`src/source/aurora_tx_pkg.sv`:
```
package aurora_tx_pkg;

    ///////////////////////////////////////////////////////////////////////
    // stream widths
    ///////////////////////////////////////////////////////////////////////
    localparam int TDATA_W    = 64;
    localparam int KEEP_W     = 8;
    localparam int CNT_W      = 32;
    localparam int BEAT_CNT_W = 16;

    ///////////////////////////////////////////////////////////////////////
    // frame headers and control codes
    ///////////////////////////////////////////////////////////////////////
    localparam logic [TDATA_W-1:0] SYNC_HEADER        = 64'h0000_0000_55AA_0001;
    localparam logic [TDATA_W-1:0] ENCODE_DATA_HEADER = 64'h0000_0000_55AA_0003;
    localparam logic [TDATA_W-1:0] FBC_DATA_HEADER    = 64'h0000_0000_55AA_0004;

    localparam logic [TDATA_W-1:0] ENCODE_START_CODE  = 64'd4;
    localparam logic [TDATA_W-1:0] ENCODE_END_CODE    = 64'd5;
    localparam logic [TDATA_W-1:0] FBC_START_CODE     = 64'd2;
    localparam logic [TDATA_W-1:0] FBC_END_CODE       = 64'd3;

    // stable CHANNEL_UP cycles before the link is used
    localparam int LINK_SETTLE_CYCLES = 16;

    typedef enum logic [2:0] {
        KIND_ENC_START,
        KIND_ENC_DATA,
        KIND_ENC_END,
        KIND_FBC_START,
        KIND_FBC_DATA,
        KIND_FBC_END
    } frame_kind_t;

    typedef enum logic [2:0] {
        ST_IDLE,
        ST_START,
        ST_WAIT,
        ST_DATA,
        ST_END,
        ST_FLUSH
    } seq_state_t;

endpackage
```
`src/source/aurora_64b66b_tx.sv`:
```
module aurora_64b66b_tx
    import aurora_tx_pkg::*;
#(
    parameter int DATA_BEATS = 512,
    parameter int FLUSH_WID  = 8
) (
    input  logic               USER_CLK,
    input  logic               RESET,
    input  logic               CHANNEL_UP,

    // pmt encode source
    input  logic               pmt_start_en_i,
    input  logic [TDATA_W-1:0] encode_tx_data_i,
    input  logic               encode_tx_prog_empty_i,
    output logic               encode_tx_en_o,
    output logic               aurora_scan_end_o,
    output logic [CNT_W-1:0]   encode_pack_cnt_o,

    // fbc source
    input  logic               fbc_up_start_i,
    input  logic [TDATA_W-1:0] aurora_fbc_data_i,
    input  logic               aurora_fbc_prog_empty_i,
    input  logic               aurora_fbc_empty_i,
    output logic               aurora_fbc_en_o,
    output logic               aurora_fbc_end_o,

    input  logic               aurora_scan_reset_i,
    output logic               aurora_tx_idle_o,

    // aurora user tx stream
    output logic               tx_tvalid_o,
    output logic [TDATA_W-1:0] tx_tdata_o,
    output logic [KEEP_W-1:0]  tx_tkeep_o,
    output logic               tx_tlast_o,
    input  logic               tx_tready_i
);

    logic        link_ok;
    logic        frame_start;
    frame_kind_t frame_kind;
    logic        frame_done;

    link_ready_filter u_link_ready_filter (
        .USER_CLK     (USER_CLK),
        .RESET        (RESET),
        .channel_up_i (CHANNEL_UP),
        .link_ok_o    (link_ok)
    );

    scan_sequencer #(
        .FLUSH_WID (FLUSH_WID)
    ) u_scan_sequencer (
        .USER_CLK            (USER_CLK),
        .RESET               (RESET),
        .link_ok_i           (link_ok),
        .scan_reset_i        (aurora_scan_reset_i),
        .pmt_start_en_i      (pmt_start_en_i),
        .fbc_up_start_i      (fbc_up_start_i),
        .encode_prog_empty_i (encode_tx_prog_empty_i),
        .fbc_prog_empty_i    (aurora_fbc_prog_empty_i),
        .frame_done_i        (frame_done),
        .frame_start_o       (frame_start),
        .frame_kind_o        (frame_kind),
        .tx_idle_o           (aurora_tx_idle_o),
        .scan_end_o          (aurora_scan_end_o),
        .fbc_end_o           (aurora_fbc_end_o),
        .encode_pack_cnt_o   (encode_pack_cnt_o)
    );

    frame_builder #(
        .DATA_BEATS (DATA_BEATS)
    ) u_frame_builder (
        .USER_CLK       (USER_CLK),
        .RESET          (RESET),
        .frame_start_i  (frame_start),
        .frame_kind_i   (frame_kind),
        .encode_data_i  (encode_tx_data_i),
        .fbc_data_i     (aurora_fbc_data_i),
        .fbc_empty_i    (aurora_fbc_empty_i),
        .tx_tready_i    (tx_tready_i),
        .frame_done_o   (frame_done),
        .encode_rd_en_o (encode_tx_en_o),
        .fbc_rd_en_o    (aurora_fbc_en_o),
        .tx_tvalid_o    (tx_tvalid_o),
        .tx_tlast_o     (tx_tlast_o),
        .tx_tdata_o     (tx_tdata_o)
    );

    // every beat carries all eight bytes
    assign tx_tkeep_o = '1;

endmodule

```
`src/source/frame_builder.sv`:
```
module frame_builder
    import aurora_tx_pkg::*;
#(
    parameter int DATA_BEATS = 512
) (
    input  logic               USER_CLK,
    input  logic               RESET,
    input  logic               frame_start_i,
    input  frame_kind_t        frame_kind_i,
    input  logic [TDATA_W-1:0] encode_data_i,
    input  logic [TDATA_W-1:0] fbc_data_i,
    input  logic               fbc_empty_i,
    input  logic               tx_tready_i,
    output logic               frame_done_o,
    output logic               encode_rd_en_o,
    output logic               fbc_rd_en_o,
    output logic               tx_tvalid_o,
    output logic               tx_tlast_o,
    output logic [TDATA_W-1:0] tx_tdata_o
);

    localparam logic [BEAT_CNT_W-1:0] DATA_LAST = BEAT_CNT_W'(DATA_BEATS);

    frame_kind_t            kind_q;
    logic [BEAT_CNT_W-1:0]  beat_idx_q;
    logic [BEAT_CNT_W-1:0]  last_idx;
    logic                   is_data;
    logic                   is_header;
    logic                   accept;

    // kind is captured once per frame
    always_ff @(posedge USER_CLK) begin
        if (frame_start_i) begin
            kind_q <= frame_kind_i;
        end
    end

    assign is_data   = (kind_q == KIND_ENC_DATA) || (kind_q == KIND_FBC_DATA);
    assign is_header = (beat_idx_q == '0);
    // control frames are two beats, data frames a header plus payload
    assign last_idx  = is_data ? DATA_LAST : BEAT_CNT_W'(1);
    assign accept    = tx_tvalid_o && tx_tready_i;

    ///////////////////////////////////////////////////////////////////////
    // beat index and valid
    ///////////////////////////////////////////////////////////////////////
    always_ff @(posedge USER_CLK) begin
        if (RESET) begin
            tx_tvalid_o <= 1'b0;
            beat_idx_q  <= '0;
        end else if (frame_start_i) begin
            tx_tvalid_o <= 1'b1;
            beat_idx_q  <= '0;
        end else if (accept) begin
            if (tx_tlast_o) begin
                tx_tvalid_o <= 1'b0;
                beat_idx_q  <= '0;
            end else begin
                beat_idx_q <= beat_idx_q + 1'b1;
            end
        end
    end

    assign tx_tlast_o   = tx_tvalid_o && (beat_idx_q == last_idx);
    assign frame_done_o = accept && tx_tlast_o;

    ///////////////////////////////////////////////////////////////////////
    // beat data
    ///////////////////////////////////////////////////////////////////////
    always_comb begin
        case (kind_q)
            KIND_ENC_START: tx_tdata_o = is_header ? SYNC_HEADER : ENCODE_START_CODE;
            KIND_ENC_END:   tx_tdata_o = is_header ? SYNC_HEADER : ENCODE_END_CODE;
            KIND_FBC_START: tx_tdata_o = is_header ? SYNC_HEADER : FBC_START_CODE;
            KIND_FBC_END:   tx_tdata_o = is_header ? SYNC_HEADER : FBC_END_CODE;
            KIND_ENC_DATA:  tx_tdata_o = is_header ? ENCODE_DATA_HEADER : encode_data_i;
            KIND_FBC_DATA: begin
                if (is_header) begin
                    tx_tdata_o = FBC_DATA_HEADER;
                end else if (fbc_empty_i) begin
                    // fifo ran dry, pad with zero
                    tx_tdata_o = '0;
                end else begin
                    tx_tdata_o = fbc_data_i;
                end
            end
            default:        tx_tdata_o = '0;
        endcase
    end

    // pop the fifo head as each payload beat goes out
    assign encode_rd_en_o = accept && !is_header && (kind_q == KIND_ENC_DATA);
    assign fbc_rd_en_o    = accept && !is_header && (kind_q == KIND_FBC_DATA);

endmodule

```
`src/source/scan_sequencer.sv`:
```
module scan_sequencer
    import aurora_tx_pkg::*;
#(
    parameter int FLUSH_WID = 8
) (
    input  logic             USER_CLK,
    input  logic             RESET,
    input  logic             link_ok_i,
    input  logic             scan_reset_i,
    input  logic             pmt_start_en_i,
    input  logic             fbc_up_start_i,
    input  logic             encode_prog_empty_i,
    input  logic             fbc_prog_empty_i,
    input  logic             frame_done_i,
    output logic             frame_start_o,
    output frame_kind_t      frame_kind_o,
    output logic             tx_idle_o,
    output logic             scan_end_o,
    output logic             fbc_end_o,
    output logic [CNT_W-1:0] encode_pack_cnt_o
);

    seq_state_t             state_q;
    seq_state_t             state_d;
    logic                   owner_fbc_q;
    logic                   owner_fbc_d;
    logic [1:0]             pmt_sync_q;
    logic [1:0]             fbc_sync_q;
    logic [FLUSH_WID-1:0]   flush_cnt_q;
    logic                   frame_busy_q;
    logic                   abort;
    logic                   start_lvl;
    logic                   prog_empty;
    logic                   flush_last;
    logic                   flush_exit;
    logic                   enter_frame;

    ///////////////////////////////////////////////////////////////////////
    // start level synchronisers
    ///////////////////////////////////////////////////////////////////////
    always_ff @(posedge USER_CLK) begin
        if (RESET) begin
            pmt_sync_q <= '0;
            fbc_sync_q <= '0;
        end else begin
            pmt_sync_q <= {pmt_sync_q[0], pmt_start_en_i};
            fbc_sync_q <= {fbc_sync_q[0], fbc_up_start_i};
        end
    end

    // level and fill flag of whichever source owns the scan
    assign start_lvl  = owner_fbc_q ? fbc_sync_q[1] : pmt_sync_q[1];
    assign prog_empty = owner_fbc_q ? fbc_prog_empty_i : encode_prog_empty_i;
    assign abort      = !link_ok_i || scan_reset_i;
    assign flush_last = &flush_cnt_q;
    assign flush_exit = (state_q == ST_FLUSH) && flush_last && !abort;

    ///////////////////////////////////////////////////////////////////////
    // next state
    ///////////////////////////////////////////////////////////////////////
    always_comb begin
        state_d     = state_q;
        owner_fbc_d = owner_fbc_q;
        case (state_q)
            ST_IDLE: begin
                // wait for an aborted frame to drain first
                if (!frame_busy_q) begin
                    if (pmt_sync_q[1]) begin
                        state_d     = ST_START;
                        owner_fbc_d = 1'b0;
                    end else if (fbc_sync_q[1]) begin
                        state_d     = ST_START;
                        owner_fbc_d = 1'b1;
                    end
                end
            end
            ST_START: if (frame_done_i) state_d = ST_WAIT;
            ST_WAIT: begin
                if (!start_lvl) begin
                    state_d = ST_END;
                end else if (!prog_empty) begin
                    state_d = ST_DATA;
                end
            end
            ST_DATA:  if (frame_done_i) state_d = ST_WAIT;
            ST_END:   if (frame_done_i) state_d = ST_FLUSH;
            ST_FLUSH: if (flush_last) state_d = ST_IDLE;
            default:  state_d = ST_IDLE;
        endcase
        if (abort) begin
            state_d = ST_IDLE;
        end
    end

    assign enter_frame = (state_d != state_q) &&
                         (state_d == ST_START || state_d == ST_DATA || state_d == ST_END);

    always_ff @(posedge USER_CLK) begin
        if (RESET) begin
            state_q       <= ST_IDLE;
            owner_fbc_q   <= 1'b0;
            frame_start_o <= 1'b0;
            frame_busy_q  <= 1'b0;
        end else begin
            state_q       <= state_d;
            owner_fbc_q   <= owner_fbc_d;
            frame_start_o <= enter_frame;
            if (frame_start_o) begin
                frame_busy_q <= 1'b1;
            end else if (frame_done_i) begin
                frame_busy_q <= 1'b0;
            end
        end
    end

    always_comb begin
        case (state_q)
            ST_START: frame_kind_o = owner_fbc_q ? KIND_FBC_START : KIND_ENC_START;
            ST_END:   frame_kind_o = owner_fbc_q ? KIND_FBC_END : KIND_ENC_END;
            default:  frame_kind_o = owner_fbc_q ? KIND_FBC_DATA : KIND_ENC_DATA;
        endcase
    end

    ///////////////////////////////////////////////////////////////////////
    // flush pause, end pulses, frame counter
    ///////////////////////////////////////////////////////////////////////
    always_ff @(posedge USER_CLK) begin
        if (RESET) begin
            flush_cnt_q       <= '0;
            scan_end_o        <= 1'b0;
            fbc_end_o         <= 1'b0;
            encode_pack_cnt_o <= '0;
        end else begin
            if (state_q == ST_FLUSH) begin
                flush_cnt_q <= flush_cnt_q + 1'b1;
            end else begin
                flush_cnt_q <= '0;
            end
            scan_end_o <= flush_exit && !owner_fbc_q;
            fbc_end_o  <= flush_exit && owner_fbc_q;
            // encode data frames only, cleared when an encode scan opens
            if (state_q == ST_IDLE && state_d == ST_START && !owner_fbc_d) begin
                encode_pack_cnt_o <= '0;
            end else if (state_q == ST_WAIT && state_d == ST_DATA && !owner_fbc_q &&
                         !encode_pack_cnt_o[CNT_W-1]) begin
                encode_pack_cnt_o <= encode_pack_cnt_o + 1'b1;
            end
        end
    end

    assign tx_idle_o = (state_q == ST_IDLE);

endmodule

```
`src/source/link_ready_filter.sv`:
```
module link_ready_filter
    import aurora_tx_pkg::*;
(
    input  logic USER_CLK,
    input  logic RESET,
    input  logic channel_up_i,
    output logic link_ok_o
);

    localparam int SETTLE_W = $clog2(LINK_SETTLE_CYCLES + 1);
    localparam logic [SETTLE_W-1:0] SETTLE_MAX = SETTLE_W'(LINK_SETTLE_CYCLES);

    logic [SETTLE_W-1:0] up_cnt_q;

    // saturating count of consecutive channel-up cycles
    always_ff @(posedge USER_CLK) begin
        if (RESET) begin
            up_cnt_q <= '0;
        end else if (!channel_up_i) begin
            up_cnt_q <= '0;
        end else if (up_cnt_q != SETTLE_MAX) begin
            up_cnt_q <= up_cnt_q + 1'b1;
        end
    end

    assign link_ok_o = (up_cnt_q == SETTLE_MAX);

endmodule

```
`config.mk`:
```
export PLATFORM = sky130hd
export DESIGN_NAME = aurora_64b66b_tx
export DESIGN_NICKNAME = d
export VERILOG_FILES = /design/src/source/aurora_tx_pkg.sv /design/src/source/aurora_64b66b_tx.sv /design/src/source/frame_builder.sv /design/src/source/scan_sequencer.sv /design/src/source/link_ready_filter.sv
export SDC_FILE = /design/constraint.sdc
export NUM_CORES = 1
export LEC_CHECK = 0
export ABC_AREA = 1
export BUFFER_PORTS_ARGS = -buffer_cell sky130_fd_sc_hd__buf_2
export CAP_MARGIN = 30
export CORE_ASPECT_RATIO = 1.1
export CORE_MARGIN = 2
export CORE_UTILIZATION = 48
export CTS_BUF_LIST = sky130_fd_sc_hd__clkbuf_8
export CTS_CLUSTER_SIZE = 12
export DETAILED_ROUTE_END_ITERATION = 10
export PLACE_DENSITY = 0.94
export SLEW_MARGIN = 5
export SYNTH_ARGS = -nofsm -noshare
export SYNTH_HDL_FRONTEND = slang
export SYNTH_SLANG_ARGS = --single-unit
```
`constraint.sdc`:
```
create_clock -name USER_CLK -period 2.7 [get_ports USER_CLK]
set_input_delay 0 -clock USER_CLK [delete_from_list [all_inputs] [get_ports USER_CLK]]
set_output_delay 0 -clock USER_CLK [all_outputs]
set_load 0.02 [all_outputs]
```
==> results of run 1 <==
==> repair_timing <==
item                                    CTS  global route
setup buffers                             0             3
hold endpoints to repair                 11             0
endpoints found under the setup margin    0             7
resized for setup                         0             1
hold buffers                              6             0
==> registers in the layout, summed over array words and instances (netlist names) <==
| signal | count |
|---|---|
| u_frame_builder.beat_idx_q | 16 |
| u_frame_builder.kind_q | 3 |
| u_frame_builder.tx_tvalid_o | 1 |
| u_link_ready_filter.up_cnt_q | 5 |
| u_scan_sequencer.encode_pack_cnt_o | 32 |
| u_scan_sequencer.fbc_end_o | 1 |
| u_scan_sequencer.fbc_sync_q | 2 |
| u_scan_sequencer.flush_cnt_q | 8 |
| u_scan_sequencer.frame_busy_q | 1 |
| u_scan_sequencer.frame_start_o | 1 |
| u_scan_sequencer.owner_fbc_q | 1 |
| u_scan_sequencer.pmt_sync_q | 2 |
| u_scan_sequencer.scan_end_o | 1 |
| u_scan_sequencer.state_q | 3 |
==> placed cells by master (no fill, tap or decap), drive strengths merged, types with 2 or more instances in the layout <==
cell type	Yosys	layout
nor3	24	24
clkinvlp	0	2
clkinv	0	4
nand3b	4	4
nor3b	6	6
buf	17	251
xor2	12	12
edfxtp	3	3
a21oi	104	104
and3	2	2
nand3	60	60
a211oi	3	3
nand2	242	242
dfxtp	74	74
clkbuf	21	9
nand4	12	12
dlygate4sd3	0	6
xnor2	6	6
o21ai	23	23
inv	71	71
ha	6	6
nor4	2	2
nor2	137	137
conb	1	8
==> critical path, stage by stage, from the launching register on <==
cell and delay [ns]:
edfxtp_1 0.47, inv_1 0.20, nand3_2 0.17, clkinv_1 0.33, buf_4 0.39, nand2_1 0.08
a21oi_1 0.31, buf_2 0.24
==> synth_stat cells (2+ instances only) <==
cell type    n  area (um2)
nand4_1     12        75.1
xor2_1      12         105
nor2_1     133         499
nand3b_1     4        30.0
a211oi_1     3        22.5
xnor2_1      6        52.6
buf_4        8        60.1
nand2_1    239         897
clkbuf_1    21        78.8
a21oi_1     94         470
nand3_1     56         280
edfxtp_1     3        90.1
dfxtp_1     74        1480
inv_1       66         248
ha_1         6        75.1
o21ai_0     20         100
and3_1       2        12.5
nor3_1      22         110
nor2_2       3        18.8
inv_2        5        18.8
nor4_1       2        12.5
nor3_2       2        20.0
buf_2        5        25.0
buf_6        4        45.0
nor3b_1      6        45.0
nand2_2      3        18.8
o21ai_1      3        15.0
nand3_2      4        40.0
a21oi_2     10        87.6
==> through the flow <==
step / hold slack, ns / instances / setup WS (ns) / util (%) / area [um2]
final: 0.0553 / 1221 / 0.159 / 64.3 / 6650
after global routing: 0.0748 / 1220 / 0.0246 / 64.2 / 6650
after CTS: 0.0538 / 1217 / 0.199 / 64.0 / 6620
after detailed placement: 0.207 / 1195 / 0.459 / 61.6 / 6380
after global placement: 0.206 / 1195 / 0.601 / 61.6 / 6380
after floorplan: 0.107 / 842 / 0.837 / - / 5110
==> power by group <==
part / leakage [nW] / internal (mW) / total (mW) / switching [mW]
combinational: 2.35 / 0.0922 / 0.180 / 0.0878
clock: 0.0990 / 0.414 / 0.835 / 0.421
sequential: 0.624 / 1.15 / 1.15 / 0.00420
==> routing by layer <==
metal / vias to the layer above / wire, um / global-route usage, %
met1: 2873 / 7230 / 37.4
met4: 6 / 491 / 8.80
met3: 55 / 2400 / 14.1
li1: 3158 / - / -
met5: - / 38 / 0
met2: 297 / 8420 / 50.3
==> worst max path at each step <==
stage | cells past startpoint | to | start | slack [ns]
after global routing | 9 | tx_tdata_o[51] | u_frame_builder.beat_idx_q[0] | 0.02
final | 7 | tx_tdata_o[15] | u_frame_builder.kind_q[1] | 0.16
after CTS | 11 | tx_tdata_o[21] | u_frame_builder.beat_idx_q[0] | 0.20
after global placement | 13 | u_scan_sequencer.encode_pack_cnt_o[6] | u_scan_sequencer.flush_cnt_q[0] | 0.60
after detailed placement | 13 | u_scan_sequencer.encode_pack_cnt_o[27] | u_scan_sequencer.flush_cnt_q[0] | 0.46
after floorplan | 13 | u_scan_sequencer.encode_pack_cnt_o[18] | u_scan_sequencer.flush_cnt_q[0] | 0.84
==> cell families after synthesis <==
group	count (synthesis)
DFF	77
adders and majority gates	6
and+or+nand+nor	491
AOI/OAI and AO/OA	133
xor gates and xnor gates	18
buffers and inverters	109
other	1
==> layout make-up <==
class	instances	area, um2
diodes	1	2.50
inverters	71	270
clock inverters	7	58.8
fillers	966	3700
multi-input cells	656	3090
flip-flops and latches	77	1570
repair buffers	257	1360
well taps	143	179
clock buffers	9	124
==> reports/results.txt, run 1 <==
Final Hold Viols: 0
CP max FO: 32
CTS root buffer: clkbuf_8
Sequential share of the synthesized area: 30.9%
Total power: 2.17 mW
Per-cell routed wire length: 15.2 um
Mapped Cells: 835
Slew headroom: 51.6%
Detailed-router iteration count before antenna repair: 6
Predominant post-synthesis flop cell: dfxtp_1
Area growth syn-to-layout: 30.7%
NumNets Final: 1216
Final HPWL DP: 14700 um
Clk_lat worst skew: 0.36 ns
Vias in the first global route: 5599
Largest family of logic cells by synthesized area: simple AND/OR/NAND/NOR gates
Outcome: complete, no violations
Clk buf depth: 2
Reg2Reg Setup Slack: 0.41 ns
Post-synthesis register bit count: 77
# setup viols final: 0
Worst VDD drop: 0.000335 V
Via density: 5.23
Lkg Pwr: 3.07 nW
Worst r2r dst: u_scan_sequencer.encode_pack_cnt_o[23]
Largest net degree at the start of global routing: 50
Async set or reset register ratio after synthesis: 0%
Mapped Area: 0.00509 mm2
Yosys Warn Count: 0
DR iter-0 viols: 521
CTS sink cnt: 77
Pwr dens: 326 mW/mm2
Syn avg cell area: 6.09 um2
Die Y: 112 um
Core Rows: 39
Die Wd: 102 um
I/O pin count: 249
Critical R2R Launch: u_frame_builder.kind_q[1]
Multiplexer area fraction after synthesis: 0%
Kind of critical path: register to output pin
DRC: 0
Worst hold path depth: 4
Count of flip-flops with a built-in enable after synthesis: 3
Worst hold endpoint: u_scan_sequencer.scan_end_o
HP Class: primary input to register
CTS tree: done
Final Max Slew Viols: 0
H-tree depth: 3
Worst EP required: 2.70 ns
CTS Buf Count: 9
Buffers on Ports: 240
Starting density of the core: 49.2%
Antenna Nets Post-Route: 0
Yosys cell types: 36
RSZ-0062 raised after global routing: no
Worst R2R Path Depth: 13
CORE AREA: 0.0103 mm2
Simple logic cell fraction of the synthesized area: 40.9%
Initial antenna violation count: 5
Compound-Gate Fraction of Synth Area: 14.2%
Die Footprint: 0.0114 mm2
Critical Path Sink Type: output pin
Grt ovf: 0
CP Launch Type: register
Global-route wire length before repair: 27700 um
Routed WL: 18600 um
Max-cap viol count: 0
Max Clock Skew: 0.0104 ns
Synth Area in Adders: 1.48%
Total global-route track usage: 31.2%
Max Fclk: 0.394 GHz
Clock transition at path regs: 0.08 ns
Setup TNS: 0 ns
Ratio of cells with drive above 1 in the final layout: 27.4%
Final period util: 94.1%
Worst path arrival time: 2.54 ns
Hold Crit Start: aurora_scan_reset_i
Routed vias: 6389
Synth Area in XOR/XNOR: 3.10%
Tightest Pin Transition: 0.723 ns
Period minus WS final: 2.54 ns
GP Congestion: 0.932
Power figures use the tool's default switching activity.
==> run 2, diff against run 1 <==
--- a/config.mk
+++ b/config.mk
@@ -10,11 +10,11 @@
 export CAP_MARGIN = 30
 export CORE_ASPECT_RATIO = 1.1
 export CORE_MARGIN = 2
-export CORE_UTILIZATION = 48
+export CORE_UTILIZATION = 28
 export CTS_BUF_LIST = sky130_fd_sc_hd__clkbuf_8
 export CTS_CLUSTER_SIZE = 12
 export DETAILED_ROUTE_END_ITERATION = 10
-export PLACE_DENSITY = 0.94
+export PLACE_DENSITY = 0.64
 export SLEW_MARGIN = 5
 export SYNTH_ARGS = -nofsm -noshare
 export SYNTH_HDL_FRONTEND = slang
==> run 2 against run 1 <==
Fmax up 5.5%. Global-route usage down 13 points. Cell count up 7.5%. Non-clock buffer count down 5. Critical path type unchanged. Highest routed layer is now met4. Power up 5.9%. Sequential share of layout area down 0.45 points. Sequential power about the same. Register-to-register slack better by 0.04 ns. Clock skew up 0.0021 ns.
==> reports/results.txt, run 2 (synthesis results as in run 1) <==
Outcome: complete, no violations (unchanged)
Hold Buf Count CTS: 6 (unchanged)
CTS tree: done (unchanged)
Critical Path Sink Type: output pin (unchanged)
Util after Layout: 38.2% (was 64.3%)
Setup TNS: 0 ns (unchanged)
Most frequent cells in the layout: buf_2, nand2_1, nor2_1, a21oi_1, dfxtp_1 (unchanged)
Clock transition at path regs: 0.09 ns (was 0.08 ns)
Most common library cell in the layout ignoring fill and taps: buf_2 (unchanged)
CTS sink cnt: 77 (unchanged)
Final Max Slew Viols: 0 (unchanged)
# fillers: 1941 (was 966)
Worst hold path depth: 4 (unchanged)
Worst r2r dst: u_scan_sequencer.encode_pack_cnt_o[28] (was u_scan_sequencer.encode_pack_cnt_o[23])
Via density: 4.68 (was 5.23)
Worst VDD drop: 0.000240 V (was 0.000335 V)
GP Congestion: 0.893 (was 0.932)
I/O pin count: 249 (unchanged)
Max-cap viol count: 0 (unchanged)
CP Launch Type: register (unchanged)
Initial antenna violation count: 2 (was 5)
Slowest-stage cell, CP: edfxtp_1 (unchanged)
Total global-route track usage: 18.5% (was 31.2%)
Slew headroom: 55.8% (was 51.6%)
CTS Buf Count: 9 (unchanged)
Worst R2R Path Depth: 13 (unchanged)
Max Fclk: 0.415 GHz (was 0.394 GHz)
CP max FO: 42 (was 32)
Reg2Reg Setup Slack: 0.45 ns (was 0.41 ns)
Worst EP required: 2.70 ns (about the same)
Largest register FFs: 32 (unchanged)
Clk buf depth: 2 (unchanged)
Psw: 537 uW (was 513 uW)
Worst path arrival time: 2.41 ns (was 2.54 ns)
Crit path cell chain: inv_1 -> nand3_2 -> inv_2 -> buf_4 -> nand2_1 -> a21oi_1 -> buf_2 (was inv_1 -> nand3_2 -> clkinv_1 -> buf_4 -> nand2_1 -> a21oi_1 -> buf_2)
DRC: 0 (unchanged)
Final period util: 89.2% (was 94.1%)
Worst hold endpoint: u_scan_sequencer.state_q[1] (was u_scan_sequencer.scan_end_o)
Grt ovf: 0 (unchanged)
Core Rows: 51 (was 39)
Lkg Pwr: 3.07 nW (about the same)
Area of the multi-input gates: 0.00309 mm2 (unchanged)
# setup viols final: 0 (unchanged)
CTS root buffer: clkbuf_8 (unchanged)
CP max stage delay: 0.44 ns (was 0.47 ns)
FF+latch area: 0.00157 mm2 (unchanged)
Clk_lat worst skew: 0.36 ns (about the same)
Largest net degree at the start of global routing: 50 (unchanged)
# placed instances: 1288 (was 1195)
H-tree depth: 3 (unchanged)
Final std cells w/o fill: 1313 (was 1221)
Starting density of the core: 28.7% (was 49.2%)
Area growth syn-to-layout: 33.2% (was 30.7%)
Die Footprint: 0.0193 mm2 (was 0.0114 mm2)
Pwr dens: 338 mW/mm2 (was 326 mW/mm2)
Internal power component: 1.76 mW (was 1.65 mW)
Final HPWL DP: 15000 um (was 14700 um)
HP Class: primary input to register (unchanged)
Detailed-router iteration count before antenna repair: 5 (was 6)
Kind of critical path: register to output pin (unchanged)
Biggest register: u_scan_sequencer.encode_pack_cnt_o (unchanged)
Comb pwr share: 7.7% (was 8.3%)
Clk pwr share: 42.1% (was 38.6%)
Sw Ratio: 23.4% (was 23.7%)
Routed WL: 18700 um (was 18600 um)
Biggest regs: u_scan_sequencer.encode_pack_cnt_o x32, u_frame_builder.beat_idx_q x16, u_scan_sequencer.flush_cnt_q x8 (unchanged)
Die Y: 145 um (was 112 um)
Critical R2R Launch: u_scan_sequencer.flush_cnt_q[0] (was u_frame_builder.kind_q[1])
Post-CTS setup buffers: 0 (unchanged)
Buffers on Ports: 240 (unchanged)
Vias in the first global route: 5645 (was 5599)
Antenna Nets Post-Route: 0 (unchanged)
Die Wd: 133 um (was 102 um)
Hold Crit Start: aurora_scan_reset_i (unchanged)
Global-route wire length before repair: 28800 um (was 27700 um)
CORE AREA: 0.0177 mm2 (was 0.0103 mm2)
Routed vias: 6144 (was 6389)
Period minus WS final: 2.41 ns (was 2.54 ns)
DR iter-0 viols: 268 (was 521)
Final Hold Viols: 0 (unchanged)
Max Clock Skew: 0.0125 ns (was 0.0104 ns)
Flop pwr share: 50.2% (was 53.1%)
Tightest Pin Transition: 0.661 ns (was 0.723 ns)
Ratio of cells with drive above 1 in the final layout: 27.2% (was 27.4%)
NumNets Final: 1211 (was 1216)
Per-cell routed wire length: 14.2 um (was 15.2 um)
Number of gates resized after CTS: 0 (unchanged)
RSZ-0062 raised after global routing: no (unchanged)
==> run 2: changes by cell type in the layout (fill, tap and decap cells not counted), sizes merged <==
cell | previous run | this run
diode | 1 | 3
bufinv | 1 | 2
buf | 251 | 246
clkinvlp | 2 | 0
inv | 71 | 72
==> run 2: per-layer routing <==
layer / wire, um / share of wire (%) / GRT usage (%) / up-vias
met5: 0 / 0 / 0 / -
met4: 711 / 3.8 / 8.66 / 0
met3: 1560 / 8.4 / 5.47 / 32
met2: 8720 / 47 / 31.5 / 210
met1: 7690 / 41 / 21.2 / 2762
li1: - / - / - / 3140
==> run 2: layout make-up <==
type | instances | share of cell area [%]
Multi-Input combinational cell | 656 | 45.5
Clock buffer | 9 | 1.83
Tap cell | 238 | 4.40
Timing Repair Buffer | 252 | 19.6
Inverter | 71 | 3.93
Clock inverter | 7 | 1.35
Antenna cell | 3 | 0.111
Sequential cell | 77 | 23.2
==> run 2: power groups by stage <==
stage / clock network [mW] / registers (mW) / logic (mW)
after floorplan: 0 / 1.17 / 0.0699
after global placement: 0 / 1.18 / 0.169
after detailed placement: 0 / 1.18 / 0.170
after CTS: 0.986 / 1.15 / 0.178
after global routing: 1.03 / 1.15 / 0.198
final: 0.965 / 1.15 / 0.178
==> run 2: worst max-delay path by stage <==
stage / from / depth (start not counted) / to / slack, ns
after CTS: u_frame_builder.kind_q[1] / 7 / tx_tdata_o[43] / 0.28
after floorplan: u_scan_sequencer.flush_cnt_q[0] / 13 / u_scan_sequencer.encode_pack_cnt_o[18] / 0.84
after global placement: u_frame_builder.kind_q[1] / 11 / u_scan_sequencer.encode_pack_cnt_o[29] / 0.53
final: u_frame_builder.kind_q[1] / 7 / tx_tdata_o[13] / 0.29
after global routing: u_frame_builder.beat_idx_q[0] / 11 / tx_tdata_o[21] / 0.03
after detailed placement: u_scan_sequencer.flush_cnt_q[0] / 13 / u_scan_sequencer.encode_pack_cnt_o[13] / 0.47
==> run 2: critical path, delay by kind of cell, from the launching register on <==
family          cells  cell delay, ns
flops               1            0.44
simple gates        2            0.27
buf+inv             4            1.10
compound gates      1            0.23
==> run 2: stage by stage <==
stage               power, mW  area (um2)  setup WS [ns]  hold slack, ns
floorplan                1.24        5110          0.837           0.107
global placement         1.35        6490          0.532           0.234
detailed placement       1.35        6490          0.472           0.235
CTS                      2.31        6770          0.284          0.0859
global route             2.38        6770         0.0288           0.125
finish                   2.29        6780          0.291          0.0972
